--- config.mk ---
export PLATFORM = sky130hd
export DESIGN_NAME = ne_corner_router
export DESIGN_NICKNAME = d
export VERILOG_FILES = /design/src/noc_router_pkg.sv /design/src/arbiter.sv /design/src/credit_counter.sv /design/src/crossbar_switch.sv /design/src/input_buffer.sv /design/src/ne_corner_router.sv
export SDC_FILE = /design/constraint.sdc
export NUM_CORES = 1
export LEC_CHECK = 0
export BUFFER_PORTS_ARGS = -buffer_cell sky130_fd_sc_hd__buf_2
export CAP_MARGIN = 20
export CORE_AREA = 5 5 198 200
export CTS_CLUSTER_SIZE = 40
export DETAILED_ROUTE_END_ITERATION = 8
export DIE_AREA = 0 0 203 205
export PLACE_DENSITY_LB_ADDON = 0.2
export SLEW_MARGIN = 5
export SYNTH_ARGS = -nofsm -noshare
export SYNTH_HDL_FRONTEND = slang
export SYNTH_SLANG_ARGS = --single-unit
--- constraint.sdc ---
create_clock -name clk -period 10.09 [get_ports clk]
set_clock_uncertainty 0.2 [all_clocks]
set_input_delay 0.5045 -clock clk [delete_from_list [all_inputs] [get_ports clk]]
set_output_delay 0.5045 -clock clk [all_outputs]
set_load 0.02 [all_outputs]
--- src/noc_router_pkg.sv ---
////////////////////////////////////////
// Three port corner router, 16-bit flits
// Port indices are shared by inputs and outputs
////////////////////////////////////////
`default_nettype none

package noc_router_pkg;

  localparam int NUM_PORTS = 3;

  localparam int PORT_S = 0;
  localparam int PORT_W = 1;
  localparam int PORT_L = 2;

  // One mesh coordinate
  localparam int COORD_W = 4;

  // Header view for routing, raw view for storage and transport
  typedef union packed {
    struct packed {
      logic [COORD_W-1:0] dest_y;
      logic [COORD_W-1:0] dest_x;
      logic [7:0]         payload;
    } hdr;
    logic [15:0] raw;
  } flit_u;

endpackage

`default_nettype wire

--- src/arbiter.sv ---
////////////////////////////////////////
// Y then X routing, round-robin per output
// Grants need a head flit and a credit
////////////////////////////////////////
`default_nettype none

module arbiter
  import noc_router_pkg::*;
(
  input  wire logic                          clk,
  input  wire logic                          reset_i,
  input  wire logic  [COORD_W-1:0]           router_y_i,
  input  wire logic  [COORD_W-1:0]           router_x_i,
  input  wire flit_u [NUM_PORTS-1:0]         head_i,
  input  wire logic  [NUM_PORTS-1:0]         empty_i,
  input  wire logic  [NUM_PORTS-1:0]         has_credit_i,
  output logic       [NUM_PORTS-1:0]         read_o,
  output logic       [NUM_PORTS-1:0]         credit_use_o,
  output logic       [NUM_PORTS-1:0]         grant_o,
  output logic       [NUM_PORTS-1:0][1:0]    grant_src_o
);

  // Requests indexed by output, then input
  logic [NUM_PORTS-1:0][NUM_PORTS-1:0] req;
  logic [NUM_PORTS-1:0][1:0]           rr_ptr;

  function automatic logic [1:0] route_of(input flit_u f,
                                          input logic [COORD_W-1:0] my_y,
                                          input logic [COORD_W-1:0] my_x);
    if (f.hdr.dest_y != my_y) begin
      return 2'(PORT_S);
    end else if (f.hdr.dest_x != my_x) begin
      return 2'(PORT_W);
    end
    return 2'(PORT_L);
  endfunction

  always_comb begin
    req = '0;
    for (int i = 0; i < NUM_PORTS; i++) begin
      if (!empty_i[i]) begin
        req[route_of(head_i[i], router_y_i, router_x_i)][i] = 1'b1;
      end
    end
  end

  // First requester at or after the pointer wins
  always_comb begin
    int cand;
    grant_o     = '0;
    grant_src_o = '0;
    for (int o = 0; o < NUM_PORTS; o++) begin
      for (int k = 0; k < NUM_PORTS; k++) begin
        cand = int'(rr_ptr[o]) + k;
        if (cand >= NUM_PORTS) begin
          cand = cand - NUM_PORTS;
        end
        if (has_credit_i[o] && !grant_o[o] && req[o][cand]) begin
          grant_o[o]     = 1'b1;
          grant_src_o[o] = 2'(cand);
        end
      end
    end
  end

  // Each input requests one output, so at most one read per input
  always_comb begin
    read_o = '0;
    for (int o = 0; o < NUM_PORTS; o++) begin
      for (int i = 0; i < NUM_PORTS; i++) begin
        if (grant_o[o] && grant_src_o[o] == 2'(i)) begin
          read_o[i] = 1'b1;
        end
      end
    end
  end

  assign credit_use_o = grant_o;

  always_ff @(posedge clk) begin
    if (reset_i) begin
      for (int o = 0; o < NUM_PORTS; o++) begin
        rr_ptr[o] <= 2'(PORT_S);
      end
    end else begin
      for (int o = 0; o < NUM_PORTS; o++) begin
        if (grant_o[o]) begin
          rr_ptr[o] <= (grant_src_o[o] == 2'(NUM_PORTS - 1)) ? '0 : grant_src_o[o] + 2'd1;
        end
      end
    end
  end

endmodule

`default_nettype wire

--- src/credit_counter.sv ---
////////////////////////////////////////
// CREDITS equals the downstream buffer depth
////////////////////////////////////////
`default_nettype none

module credit_counter #(
  parameter int CREDITS = 4
) (
  input  wire logic clk,
  input  wire logic reset_i,
  input  wire logic inc_i,
  input  wire logic dec_i,
  output logic      has_credit_o
);

  localparam int CNT_W = $clog2(CREDITS + 1);

  logic [CNT_W-1:0] count;

  // Return and use in one cycle cancel out
  always_ff @(posedge clk) begin
    if (reset_i) begin
      count <= CNT_W'(CREDITS);
    end else if (inc_i && !dec_i && count != CNT_W'(CREDITS)) begin
      count <= count + 1'b1;
    end else if (dec_i && !inc_i && count != '0) begin
      count <= count - 1'b1;
    end
  end

  assign has_credit_o = (count != '0);

endmodule

`default_nettype wire

--- src/crossbar_switch.sv ---
////////////////////////////////////////
// Output register stage, one cycle latency
////////////////////////////////////////
`default_nettype none

module crossbar_switch
  import noc_router_pkg::*;
(
  input  wire logic                       clk,
  input  wire logic                       reset_i,
  input  wire flit_u [NUM_PORTS-1:0]      head_i,
  input  wire logic  [NUM_PORTS-1:0]      grant_i,
  input  wire logic  [NUM_PORTS-1:0][1:0] grant_src_i,
  output flit_u      [NUM_PORTS-1:0]      data_o,
  output logic       [NUM_PORTS-1:0]      valid_o
);

  logic [NUM_PORTS-1:0][15:0] sel_raw;

  // Source mux per output
  always_comb begin
    for (int o = 0; o < NUM_PORTS; o++) begin
      case (grant_src_i[o])
        2'(PORT_W): sel_raw[o] = head_i[PORT_W].raw;
        2'(PORT_L): sel_raw[o] = head_i[PORT_L].raw;
        default:    sel_raw[o] = head_i[PORT_S].raw;
      endcase
    end
  end

  always_ff @(posedge clk) begin
    for (int o = 0; o < NUM_PORTS; o++) begin
      if (grant_i[o]) begin
        data_o[o].raw <= sel_raw[o];
      end
    end
  end

  always_ff @(posedge clk) begin
    if (reset_i) begin
      valid_o <= '0;
    end else begin
      valid_o <= grant_i;
    end
  end

endmodule

`default_nettype wire

--- src/input_buffer.sv ---
////////////////////////////////////////
// BUF_DEPTH must be a power of two, >= 2
// Writes into a full buffer are dropped
////////////////////////////////////////
`default_nettype none

module input_buffer #(
  parameter int BUF_DEPTH = 4
) (
  input  wire logic        clk,
  input  wire logic        reset_i,
  input  wire logic [15:0] data_i,
  input  wire logic        write_i,
  input  wire logic        read_i,
  output logic      [15:0] data_o,
  output logic             empty_o
);

  localparam int PTR_W = $clog2(BUF_DEPTH);
  localparam int CNT_W = $clog2(BUF_DEPTH + 1);

  logic [15:0]      mem [BUF_DEPTH];
  logic [PTR_W-1:0] rd_ptr;
  logic [PTR_W-1:0] wr_ptr;
  logic [CNT_W-1:0] count;
  logic             full;
  logic             do_write;
  logic             do_read;

  assign full     = (count == CNT_W'(BUF_DEPTH));
  assign empty_o  = (count == '0);
  assign do_write = write_i && !full;
  assign do_read  = read_i && !empty_o;

  // Head flit is visible without a read
  assign data_o = mem[rd_ptr];

  // Pointers wrap on their own
  always_ff @(posedge clk) begin
    if (reset_i) begin
      rd_ptr <= '0;
      wr_ptr <= '0;
      count  <= '0;
    end else begin
      if (do_write) begin
        wr_ptr <= wr_ptr + 1'b1;
      end
      if (do_read) begin
        rd_ptr <= rd_ptr + 1'b1;
      end
      count <= count + CNT_W'(do_write) - CNT_W'(do_read);
    end
  end

  always_ff @(posedge clk) begin
    if (do_write) begin
      mem[wr_ptr] <= data_i;
    end
  end

endmodule

`default_nettype wire

--- src/ne_corner_router.sv ---
////////////////////////////////////////
// Corner router, S, W and L ports only
// Upstream keeps within BUF_DEPTH credits
////////////////////////////////////////
`default_nettype none

module ne_corner_router
  import noc_router_pkg::*;
#(
  parameter int BUF_DEPTH = 4,
  parameter int CREDITS   = 4
) (
  input  wire logic               clk,
  input  wire logic               reset_i,
  input  wire logic [COORD_W-1:0] router_y_i,
  input  wire logic [COORD_W-1:0] router_x_i,
  input  wire logic [15:0]        s_data_i,
  input  wire logic [15:0]        w_data_i,
  input  wire logic [15:0]        l_data_i,
  input  wire logic               s_valid_i,
  input  wire logic               w_valid_i,
  input  wire logic               l_valid_i,
  input  wire logic               s_credit_i,
  input  wire logic               w_credit_i,
  input  wire logic               l_credit_i,
  output logic      [15:0]        s_data_o,
  output logic      [15:0]        w_data_o,
  output logic      [15:0]        l_data_o,
  output logic                    s_valid_o,
  output logic                    w_valid_o,
  output logic                    l_valid_o,
  output logic                    s_credit_o,
  output logic                    w_credit_o,
  output logic                    l_credit_o
);

  logic  [NUM_PORTS-1:0][15:0] in_data;
  logic  [NUM_PORTS-1:0]       in_valid;
  logic  [NUM_PORTS-1:0]       credit_ret;
  flit_u [NUM_PORTS-1:0]       head;
  logic  [NUM_PORTS-1:0]       empty;
  logic  [NUM_PORTS-1:0]       read;
  logic  [NUM_PORTS-1:0]       credit_use;
  logic  [NUM_PORTS-1:0]       has_credit;
  logic  [NUM_PORTS-1:0]       grant;
  logic  [NUM_PORTS-1:0][1:0]  grant_src;
  flit_u [NUM_PORTS-1:0]       out_data;
  logic  [NUM_PORTS-1:0]       out_valid;

  assign in_data    = {l_data_i, w_data_i, s_data_i};
  assign in_valid   = {l_valid_i, w_valid_i, s_valid_i};
  assign credit_ret = {l_credit_i, w_credit_i, s_credit_i};

  for (genvar p = 0; p < NUM_PORTS; p++) begin : g_port
    input_buffer #(.BUF_DEPTH(BUF_DEPTH)) ib (
      .clk     (clk),
      .reset_i (reset_i),
      .data_i  (in_data[p]),
      .write_i (in_valid[p]),
      .read_i  (read[p]),
      .data_o  (head[p].raw),
      .empty_o (empty[p])
    );

    credit_counter #(.CREDITS(CREDITS)) cc (
      .clk          (clk),
      .reset_i      (reset_i),
      .inc_i        (credit_ret[p]),
      .dec_i        (credit_use[p]),
      .has_credit_o (has_credit[p])
    );
  end

  arbiter arb (
    .clk          (clk),
    .reset_i      (reset_i),
    .router_y_i   (router_y_i),
    .router_x_i   (router_x_i),
    .head_i       (head),
    .empty_i      (empty),
    .has_credit_i (has_credit),
    .read_o       (read),
    .credit_use_o (credit_use),
    .grant_o      (grant),
    .grant_src_o  (grant_src)
  );

  crossbar_switch xbar (
    .clk         (clk),
    .reset_i     (reset_i),
    .head_i      (head),
    .grant_i     (grant),
    .grant_src_i (grant_src),
    .data_o      (out_data),
    .valid_o     (out_valid)
  );

  assign s_data_o = out_data[PORT_S].raw;
  assign w_data_o = out_data[PORT_W].raw;
  assign l_data_o = out_data[PORT_L].raw;

  assign s_valid_o = out_valid[PORT_S];
  assign w_valid_o = out_valid[PORT_W];
  assign l_valid_o = out_valid[PORT_L];

  // Every buffer read frees one upstream slot
  assign s_credit_o = read[PORT_S];
  assign w_credit_o = read[PORT_W];
  assign l_credit_o = read[PORT_L];

endmodule

`default_nettype wire

Word level (Yosys, flattened, before mapping)
Memories as Yosys holds them, arrays and structs flattened. A register that Yosys moved wholly into a read port is not among the register bits. Index checks and enable logic that the tools add are counted.

Register bits: 87. Bits in latches: 0. RAM bits: 192. Bits in read-only memories: 0. Bits of input ports: 64. Output and inout port bits: 54. Word-level logic and storage cells: 294. Memories kept: 3.

Memories: g_port[0].ib.mem (words 4, width 16, rd ports 1, clocked after memory_dff 1, wr ports 1, RTL line input_buffer.sv:22) `logic [15:0] mem [BUF_DEPTH];`; g_port[1].ib.mem (words 4, width 16, rd ports 1, clocked after memory_dff 1, wr ports 1, RTL line input_buffer.sv:22); g_port[2].ib.mem (words 4, width 16, rd ports 1, clocked after memory_dff 1, wr ports 1, RTL line input_buffer.sv:22).

Add/subtract/negate cells: 36. Multipliers: 0. Divide/modulo/power cells: 0. Magnitude comparators: 24. Equal/unequal tests: 18. Shifts and indexed selects: 0. Multiplexer cells: 117. Bitwise operators: 2. Reduce and logical (&&, ||, !) cells: 75.

Operators with widths (number): $lt A32 B4 Y1 const B (9); $mux W32 (9); $ge A32 B3 Y1 const B (6); $sub A32 B3 Y32 const B (6); $pmux W16 S2 (3); $mux W2 (31); $mux W1 (52); $logic_and A1 B1 Y1 (45); $mux W9 (3); $ne A4 B4 Y1 (6); $mux W3 (7); $add A2 B1 Y2 const B (9); $bmux W1 S2 (9); $demux W3 S2 (3); $logic_not A1 Y1 (18); $or A9 B9 Y9 (2); $add A2 B1 Y3 const B (3); $add A2 B2 Y3 const B (3); $add A3 B1 Y3 (3); $add A3 B1 Y3 const B (3); $eq A3 B3 Y1 const B (3); $logic_not A3 Y1 (3); $lt A2 B3 Y1 const B (3); $ne A3 B3 Y1 const B (3); 10 further kinds (30).

Logic depth before layout (Yosys ltp)
Gate-level depths: netlist of run 1.

Depth after elaboration: 36. Gate-level depth with buffers: 23. Gate-level depth less buffers: 21.

Modules after synthesis
Synthesis of run 1 repeated with hierarchy kept, for this count alone.

Cells, all modules: 842. Area total of the unflattened synthesis: 12698.4 um^2.

Modules (own cells, without submodules): input_buffer (times used 3, cells an instance 134, area an instance 2815.2 um^2, sequential area each 2102.0 um^2); crossbar_switch (times used 1, cells an instance 231, area an instance 2576.2 um^2, sequential area each 1501.4 um^2); arbiter (times used 1, cells an instance 140, area an instance 1072.3 um^2, sequential area each 120.1 um^2); credit_counter (times used 3, cells an instance 23, area an instance 201.4 um^2, sequential area each 60.1 um^2).

Worst setup path after synthesis of run 1
Ideal clock, no wire load.

Path type: register -> register. Start: register with a tool-made name. End: register g_port[2].ib.count[2]. Setup time: 0.128 ns. Arrival time: 5.170 ns. Slack: 4.592 ns. Stages on the path, launching flop included: 21. Period minus slack after synthesis: 5.498 ns. Path through: dfxtp_1 buf_2 buf_2 mux4_2 xnor2_1 nand4_1 nor3b_2 o21ai_0 a2111oi_0 a21oi_1 ha_1 clkbuf_1 a221oi_2 nor2_1 ha_1 inv_1 ha_1 fa_1 xnor2_1 xnor2_1 nor2_1.

RTL lines: end signal: assignment (RTL line input_buffer.sv:51) `count <= count + CNT_W'(do_write) - CNT_W'(do_read);`; end: declaration (RTL line input_buffer.sv:25) `logic [CNT_W-1:0] count;`.

==> results.yml, run 1 <==
status:
  outcome: "completed"
timing:
  max_slew_margin_pct: 31.3
  rsz0062_at_grt: "no"
  worst_slew_pin_slew_ps: 1020
  report.final.slew_viol_count: 0
  finalCriticalPeriod_ps: 6620
  tns_ps: 0
  period_share_pct: 65.6
  fmax_mhz: 151
  hold_violations: 0
  setup_viol: 0
routing:
  wl_per_cell_um: 20.7
  routed_wl_um: 31700
  vias_per_cell: 5.19
  drcViolationCount: 0
  vias: 7959
  drt_iter0_markers: 563
  ant_nets: 0
  drtPass1Iterations: 5
critical_path:
  worstPathArrival_ps: 6780
  crit_top_cell: "nor2_1"
  cp.depth: 19
  slowest_delay_ps: 850
  critical_path_required_ps: 10250
  worstSetupEndpoint: "g_port[2].ib.count[2]$_SDFF_PP0_"
  rrSetupSlack_ps: 3470
  reg2reg_depth: 19
  crit_slowest_cell: "a2111oi_0"
  reg2reg_to: "g_port[2].ib.count[2]$_SDFF_PP0_"
  cp_top_family: "compound AO/OA/AOI/OAI gates"
  crit_fanout: 17
  critPathKind: "flip-flop to flip-flop"
  cp-end-kind: "flip-flop"
  critPathLaunchType: "flip-flop"
  critPathBufInv: 1
  path_cells: "mux4_2 -> xor2_1 -> or4_1 -> nor3_2 -> nor2_1 -> a21oi_1 -> nor2_1 -> a2111oi_0 -> a21oi_1 -> ha_1 -> a221oi_2 -> nor2_1 -> ha_1 -> inv_1 -> ha_1 -> fa_1 -> xnor2_1 -> xnor2_1 -> nor2_1"
global_routing:
  globalRouteOverflowTotal: 0
  grt_max_degree: 43
  antenna_found_initial: 3
  grt_pass1_vias: 7842
  grt_pass1_wl_um: 48000
  grt_usage_pct: 15.0
synthesis:
  synth_common_cells: "240 x edfxtp_1, 93 x nor2_1, 77 x a21oi_1, 51 x a22oi_1, 47 x mux4_2"
  ys_top_cells_by_area: "edfxtp_1 56%, mux4_2 8.3%, dfxtp_1 7.0%"
  synth_nets: 1001
  ys_warn_count: 0
  yosysSeqAreaShare_pct: 63.4
  ys_types: 61
  synth_top_area_share_pct: 56.3
  syn_inst: 893
  synthArstFlopShare_pct: 0
  synthFlopType: "edfxtp_1"
  syn_area_um2: 12800
  synth-edff-count: 240
  synth_seq_cells: 285
  yosysMostFrequentCell: "edfxtp_1"
  syn_area_per_cell_um2: 14.3
  synth.largest_area_cell: "edfxtp_1"
power_and_ir_drop:
  p_per_area_nw_per_um2: 324
  p_total_mw: 4.93
  p_leak_nw: 5.26
  vdd.ir_drop.worst_mv: 0.166
die:
  boundaryPins: 118
  rows: 71
  core_um2: 37200
  initial_core_util_pct: 34.4
  die_h_um: 205
  fp.dieW_um: 203
  dieArea_um2: 41600
cts:
  clkLatencyLatePin_ps: 530
  hold_buffers: 33
  root_buffer: "clkbuf_16"
  path_clk_slew_ps: 60
  htreeDepth: 2
  cts_tree: "yes"
  numCtsBuffers: 34
  cts_setup_buffers: 0
  cts_sinks: 285
  clockBufferDepth: 3
  cts-resized-gates: 0
hold_path:
  min_from: "w_data_i[8]"
  whs_path_depth: 1
  hp-class: "primary input to flip-flop"
flow_run:
  drv_cap: 0
cells_and_area:
  drive_gt1_share_pct: 21.6
  multi_input_area_um2: 4340
  final_nets: 1144
  area_growth_pct: 19.2
  utilization_pct: 41.0
  antennaDiodeCount: 0
  seqCellArea_um2: 8110
  fillerInstances: 3389
placement:
  dp_hpwl_um: 22100
  numPortBuffers: 117
  gp_congestion: 0.841
## worst reg2reg max path, delay by kind of cell (launching register included)
family,cells,cell delay [ps]
compound gates,4,1780
fa+ha+maj,4,1390
simple gates,6,1260
flops,1,830
xor+xnor,3,520
mux,1,460
buf+inv,1,30
## cell families (layout without fill, tap and decap cells)
logic type | after synthesis | after routing | synth area share [%]
simple gates | 201 | 201 | 7.67
compound gates | 181 | 181 | 9.55
fa+ha+maj | 44 | 44 | 4.66
xor+xnor | 38 | 38 | 2.60
buf+inv | 86 | 253 | 2.73
flops | 285 | 285 | 63.4
mux | 58 | 58 | 9.40
## layout make-up
cell class              instances  share of cell area (%)
well taps                     474                    3.89
flip-flops and latches        285                    53.2
multi-input cells             522                    28.5
clock buffers                  47                    6.10
clock inverters                13                    1.02
inverters                      38                   0.936
repair buffers                155                    6.38
## layout by cell type (no fill, tap or decap), types with 5 or more instances in the layout
cell	synthesis	routed
or3_1	15	15
nor2b_1	7	7
a22oi_1	51	51
nor3_1	8	8
clkbuf_16	0	34
nor4_1	5	5
nand2b_1	5	5
and2_1	14	14
fa_1	6	6
mux2i_1	8	8
clkbuf_1	33	10
o21ai_0	11	11
xor2_1	6	6
dlygate4sd3_1	0	33
clkinv_1	0	5
xnor2_1	32	32
edfxtp_1	240	240
nand2_1	27	27
buf_2	6	117
ha_1	38	38
a21oi_1	77	77
nor2_1	93	93
dfxtp_1	45	45
inv_1	38	38
mux4_2	47	47
nand4_1	7	7
nand3_1	6	6
## per-layer routing
layer	global-route usage (%)	routed length, um	vias to the layer above
met5	0	46	-
met1	20.3	13500	3913
met2	24.7	15300	266
met4	4.66	835	6
li1	-	-	3711
met3	2.99	2030	63
## worst min-delay path by stage
stage | slack [ps] | end
2_1_floorplan | 250 | arb.rr_ptr[1]$_SDFFE_PP0P_
5_1_grt | 6 | g_port[0].ib.mem[0][13]$_DFFE_PP_
6_report | 20 | g_port[1].ib.mem[0][8]$_DFFE_PP_
4_1_cts | 1 | g_port[1].ib.mem[0][8]$_DFFE_PP_
3_3_place_gp | 270 | arb.rr_ptr[0]$_SDFFE_PP0P_
3_5_place_dp | 270 | arb.rr_ptr[1]$_SDFFE_PP0P_
## metrics by stage
step / area, um^2 / hold WS [ps] / setup WS, ps / std cells
2_1_floorplan: 12800 / 249 / 4590 / 893
3_3_place_gp: 13800 / 266 / 3650 / 1440
3_5_place_dp: 13800 / 275 / 3500 / 1440
4_1_cts: 15200 / 1.18 / 3470 / 1533
5_1_grt: 15200 / 6.14 / 3060 / 1534
6_report: 15200 / 17.2 / 3470 / 1534
## sequential cells by signal, indices dropped and copies added (netlist names), named ones only
signal,flops
arb.rr_ptr,6
g_port.cc.count,9
g_port.ib.count,9
g_port.ib.mem,192
g_port.ib.rd_ptr,6
g_port.ib.wr_ptr,6
xbar.data_o,48
xbar.valid_o,3
## report_power, final
| part | total (mW) | switching [mW] | internal [mW] |
|---|---|---|---|
| clock network | 1.18 | 0.481 | 0.703 |
| registers | 1.72 | 0.0983 | 1.62 |
| logic | 2.03 | 1.33 | 0.698 |
| total | 4.93 | 1.91 | 3.02 |
(Power assumes the default switching activity.)
==> run 2, diff against run 1 <==
Clock period 10.09 ns to 6.8 ns, I/O delays scaled along.
==> results.yml, run 2 (synthesized netlist as in run 1, its figures left out) <==
die:
  boundaryPins: 118
  core_um2: 37200
  rows: 71
  dieArea_um2: 41600
  fp.dieW_um: 203
  initial_core_util_pct: 34.4
  die_h_um: 205
global_routing:
  grt_pass1_vias: 8141
  grt_pass1_wl_um: 48500
  globalRouteOverflowTotal: 0
  grt_usage_pct: 15.2
  grt_max_degree: 43
  antenna_found_initial: 3
critical_path:
  critPathKind: "flip-flop to flip-flop"
  critPathLaunchType: "flip-flop"
  crit_fanout: 17
  critical_path_required_ps: 6970
  cp-end-kind: "flip-flop"
  rrSetupSlack_ps: 910
  worstPathArrival_ps: 6060
cts:
  htreeDepth: 2
  cts_sinks: 285
  path_clk_slew_ps: 60
  clkLatencyLatePin_ps: 520
  cts_tree: "yes"
  clockBufferDepth: 3
  cts_setup_buffers: 0
  numCtsBuffers: 34
  root_buffer: "clkbuf_16"
status:
  outcome: "completed"
routing:
  drcViolationCount: 0
  drt_iter0_markers: 616
  routed_wl_um: 31600
  vias: 8004
  wl_per_cell_um: 20.2
  ant_nets: 0
  drtPass1Iterations: 5
  vias_per_cell: 5.13
placement:
  numPortBuffers: 117
  gp_congestion: 0.841
  dp_hpwl_um: 22400
cells_and_area:
  drive_gt1_share_pct: 22.2
  final_common_cell: "edfxtp_1"
  antennaDiodeCount: 0
  mostFrequentLayoutCells: "240 x edfxtp_1, 117 x buf_2, 93 x nor2_1"
  area_growth_pct: 20.6
  largestRegisters: "g_port.ib.mem (192), xbar.data_o (48)"
  top_register: "g_port.ib.mem"
  largest_reg_flops: 192
  utilization_pct: 41.4
  fillerInstances: 3481
  final_nets: 1171
power_and_ir_drop:
  p_leak_nw: 5.37
  vdd.ir_drop.worst_mv: 0.306
  p_per_area_nw_per_um2: 471
timing:
  hold_violations: 0
  setup_viol: 0
  finalCriticalPeriod_ps: 5890
  fmax_mhz: 170
  report.final.slew_viol_count: 0
  rsz0062_at_grt: "no"
  period_share_pct: 86.6
  tns_ps: 0
  fin_hold_ws_ps: 50.4
  worst_slew_pin_slew_ps: 920
  max_slew_margin_pct: 38.7
hold_path:
  hp-class: "primary input to flip-flop"
flow_run:
  drv_cap: 0
==> run 2: final cells by class <==
cell class / instances / area (um^2) / area share [%]
timing repair buffer: 182 / 1190 / 7.74
multi-input combinational: 522 / 4340 / 28.2
clock buffer: 44 / 898 / 5.83
sequential: 285 / 8110 / 52.6
inverter: 38 / 143 / 0.925
tap: 474 / 593 / 3.85
clock inverter: 16 / 141 / 0.917
==> run 2: worst paths after layout <==
kind,end,cells after the start,start
max,g_port[1].ib.count[2]$_SDFF_PP0_,19,flip-flop
min,g_port[0].cc.count[2]$_SDFFE_PP1P_,3,s_credit_i
max reg2reg,g_port[1].ib.count[2]$_SDFF_PP0_,19,flip-flop
min reg2reg,arb.rr_ptr[0]$_SDFFE_PP0P_,2,arb.rr_ptr[0]$_SDFFE_PP0P_
==> run 2: critical path: stages (launching register included) <==
cell,delay (ps)
dfxtp_1,490
buf_4,330
mux4_1,670
xnor2_1,170
nand4_1,290
or4b_4,320
o221a_4,210
nor2_1,60
and2_1,190
a221oi_1,570
inv_1,140
ha_1,450
a221oi_2,480
nor2_1,80
ha_1,280
inv_1,40
ha_1,180
fa_1,380
xnor2_1,170
nor2_1,50
==> run 2: timing repair <==
| item | CTS | global route |
|---|---|---|
| hold endpoints to repair | 192 | 0 |
| hold buffers | 48 | 0 |
| resized for setup | 0 | 0 |
==> run 2: through the flow <==
stage / power, mW / instances / setup WS (ps) / area (um^2)
floorplan: 4.64 / 893 / 1300 / 12800
global placement: 5.60 / 1453 / 960 / 13900
detailed placement: 5.62 / 1453 / 835 / 13900
CTS: 7.39 / 1561 / 833 / 15400
global route: 7.76 / 1561 / 391 / 15400
finish: 7.27 / 1561 / 909 / 15400
==> run 2: report_power, final <==
part / leakage, nW / switching, mW / internal, mW
combinational: 2.28 / 1.97 / 1.05
sequential: 2.58 / 0.145 / 2.41
clock: 0.510 / 0.689 / 1.01
total: 5.37 / 2.80 / 4.47
==> run 2: per-layer routing <==
| layer | vias up | share of wire [%] | wire length (um) | track usage, % |
|---|---|---|---|---|
| met4 | 6 | 2.6 | 807 | 4.75 |
| met1 | 3933 | 43 | 13600 | 20.1 |
| met2 | 237 | 49 | 15300 | 25.2 |
| met5 | - | 0.14 | 45 | 0 |
| li1 | 3766 | - | - | - |
| met3 | 62 | 5.7 | 1820 | 3.40 |
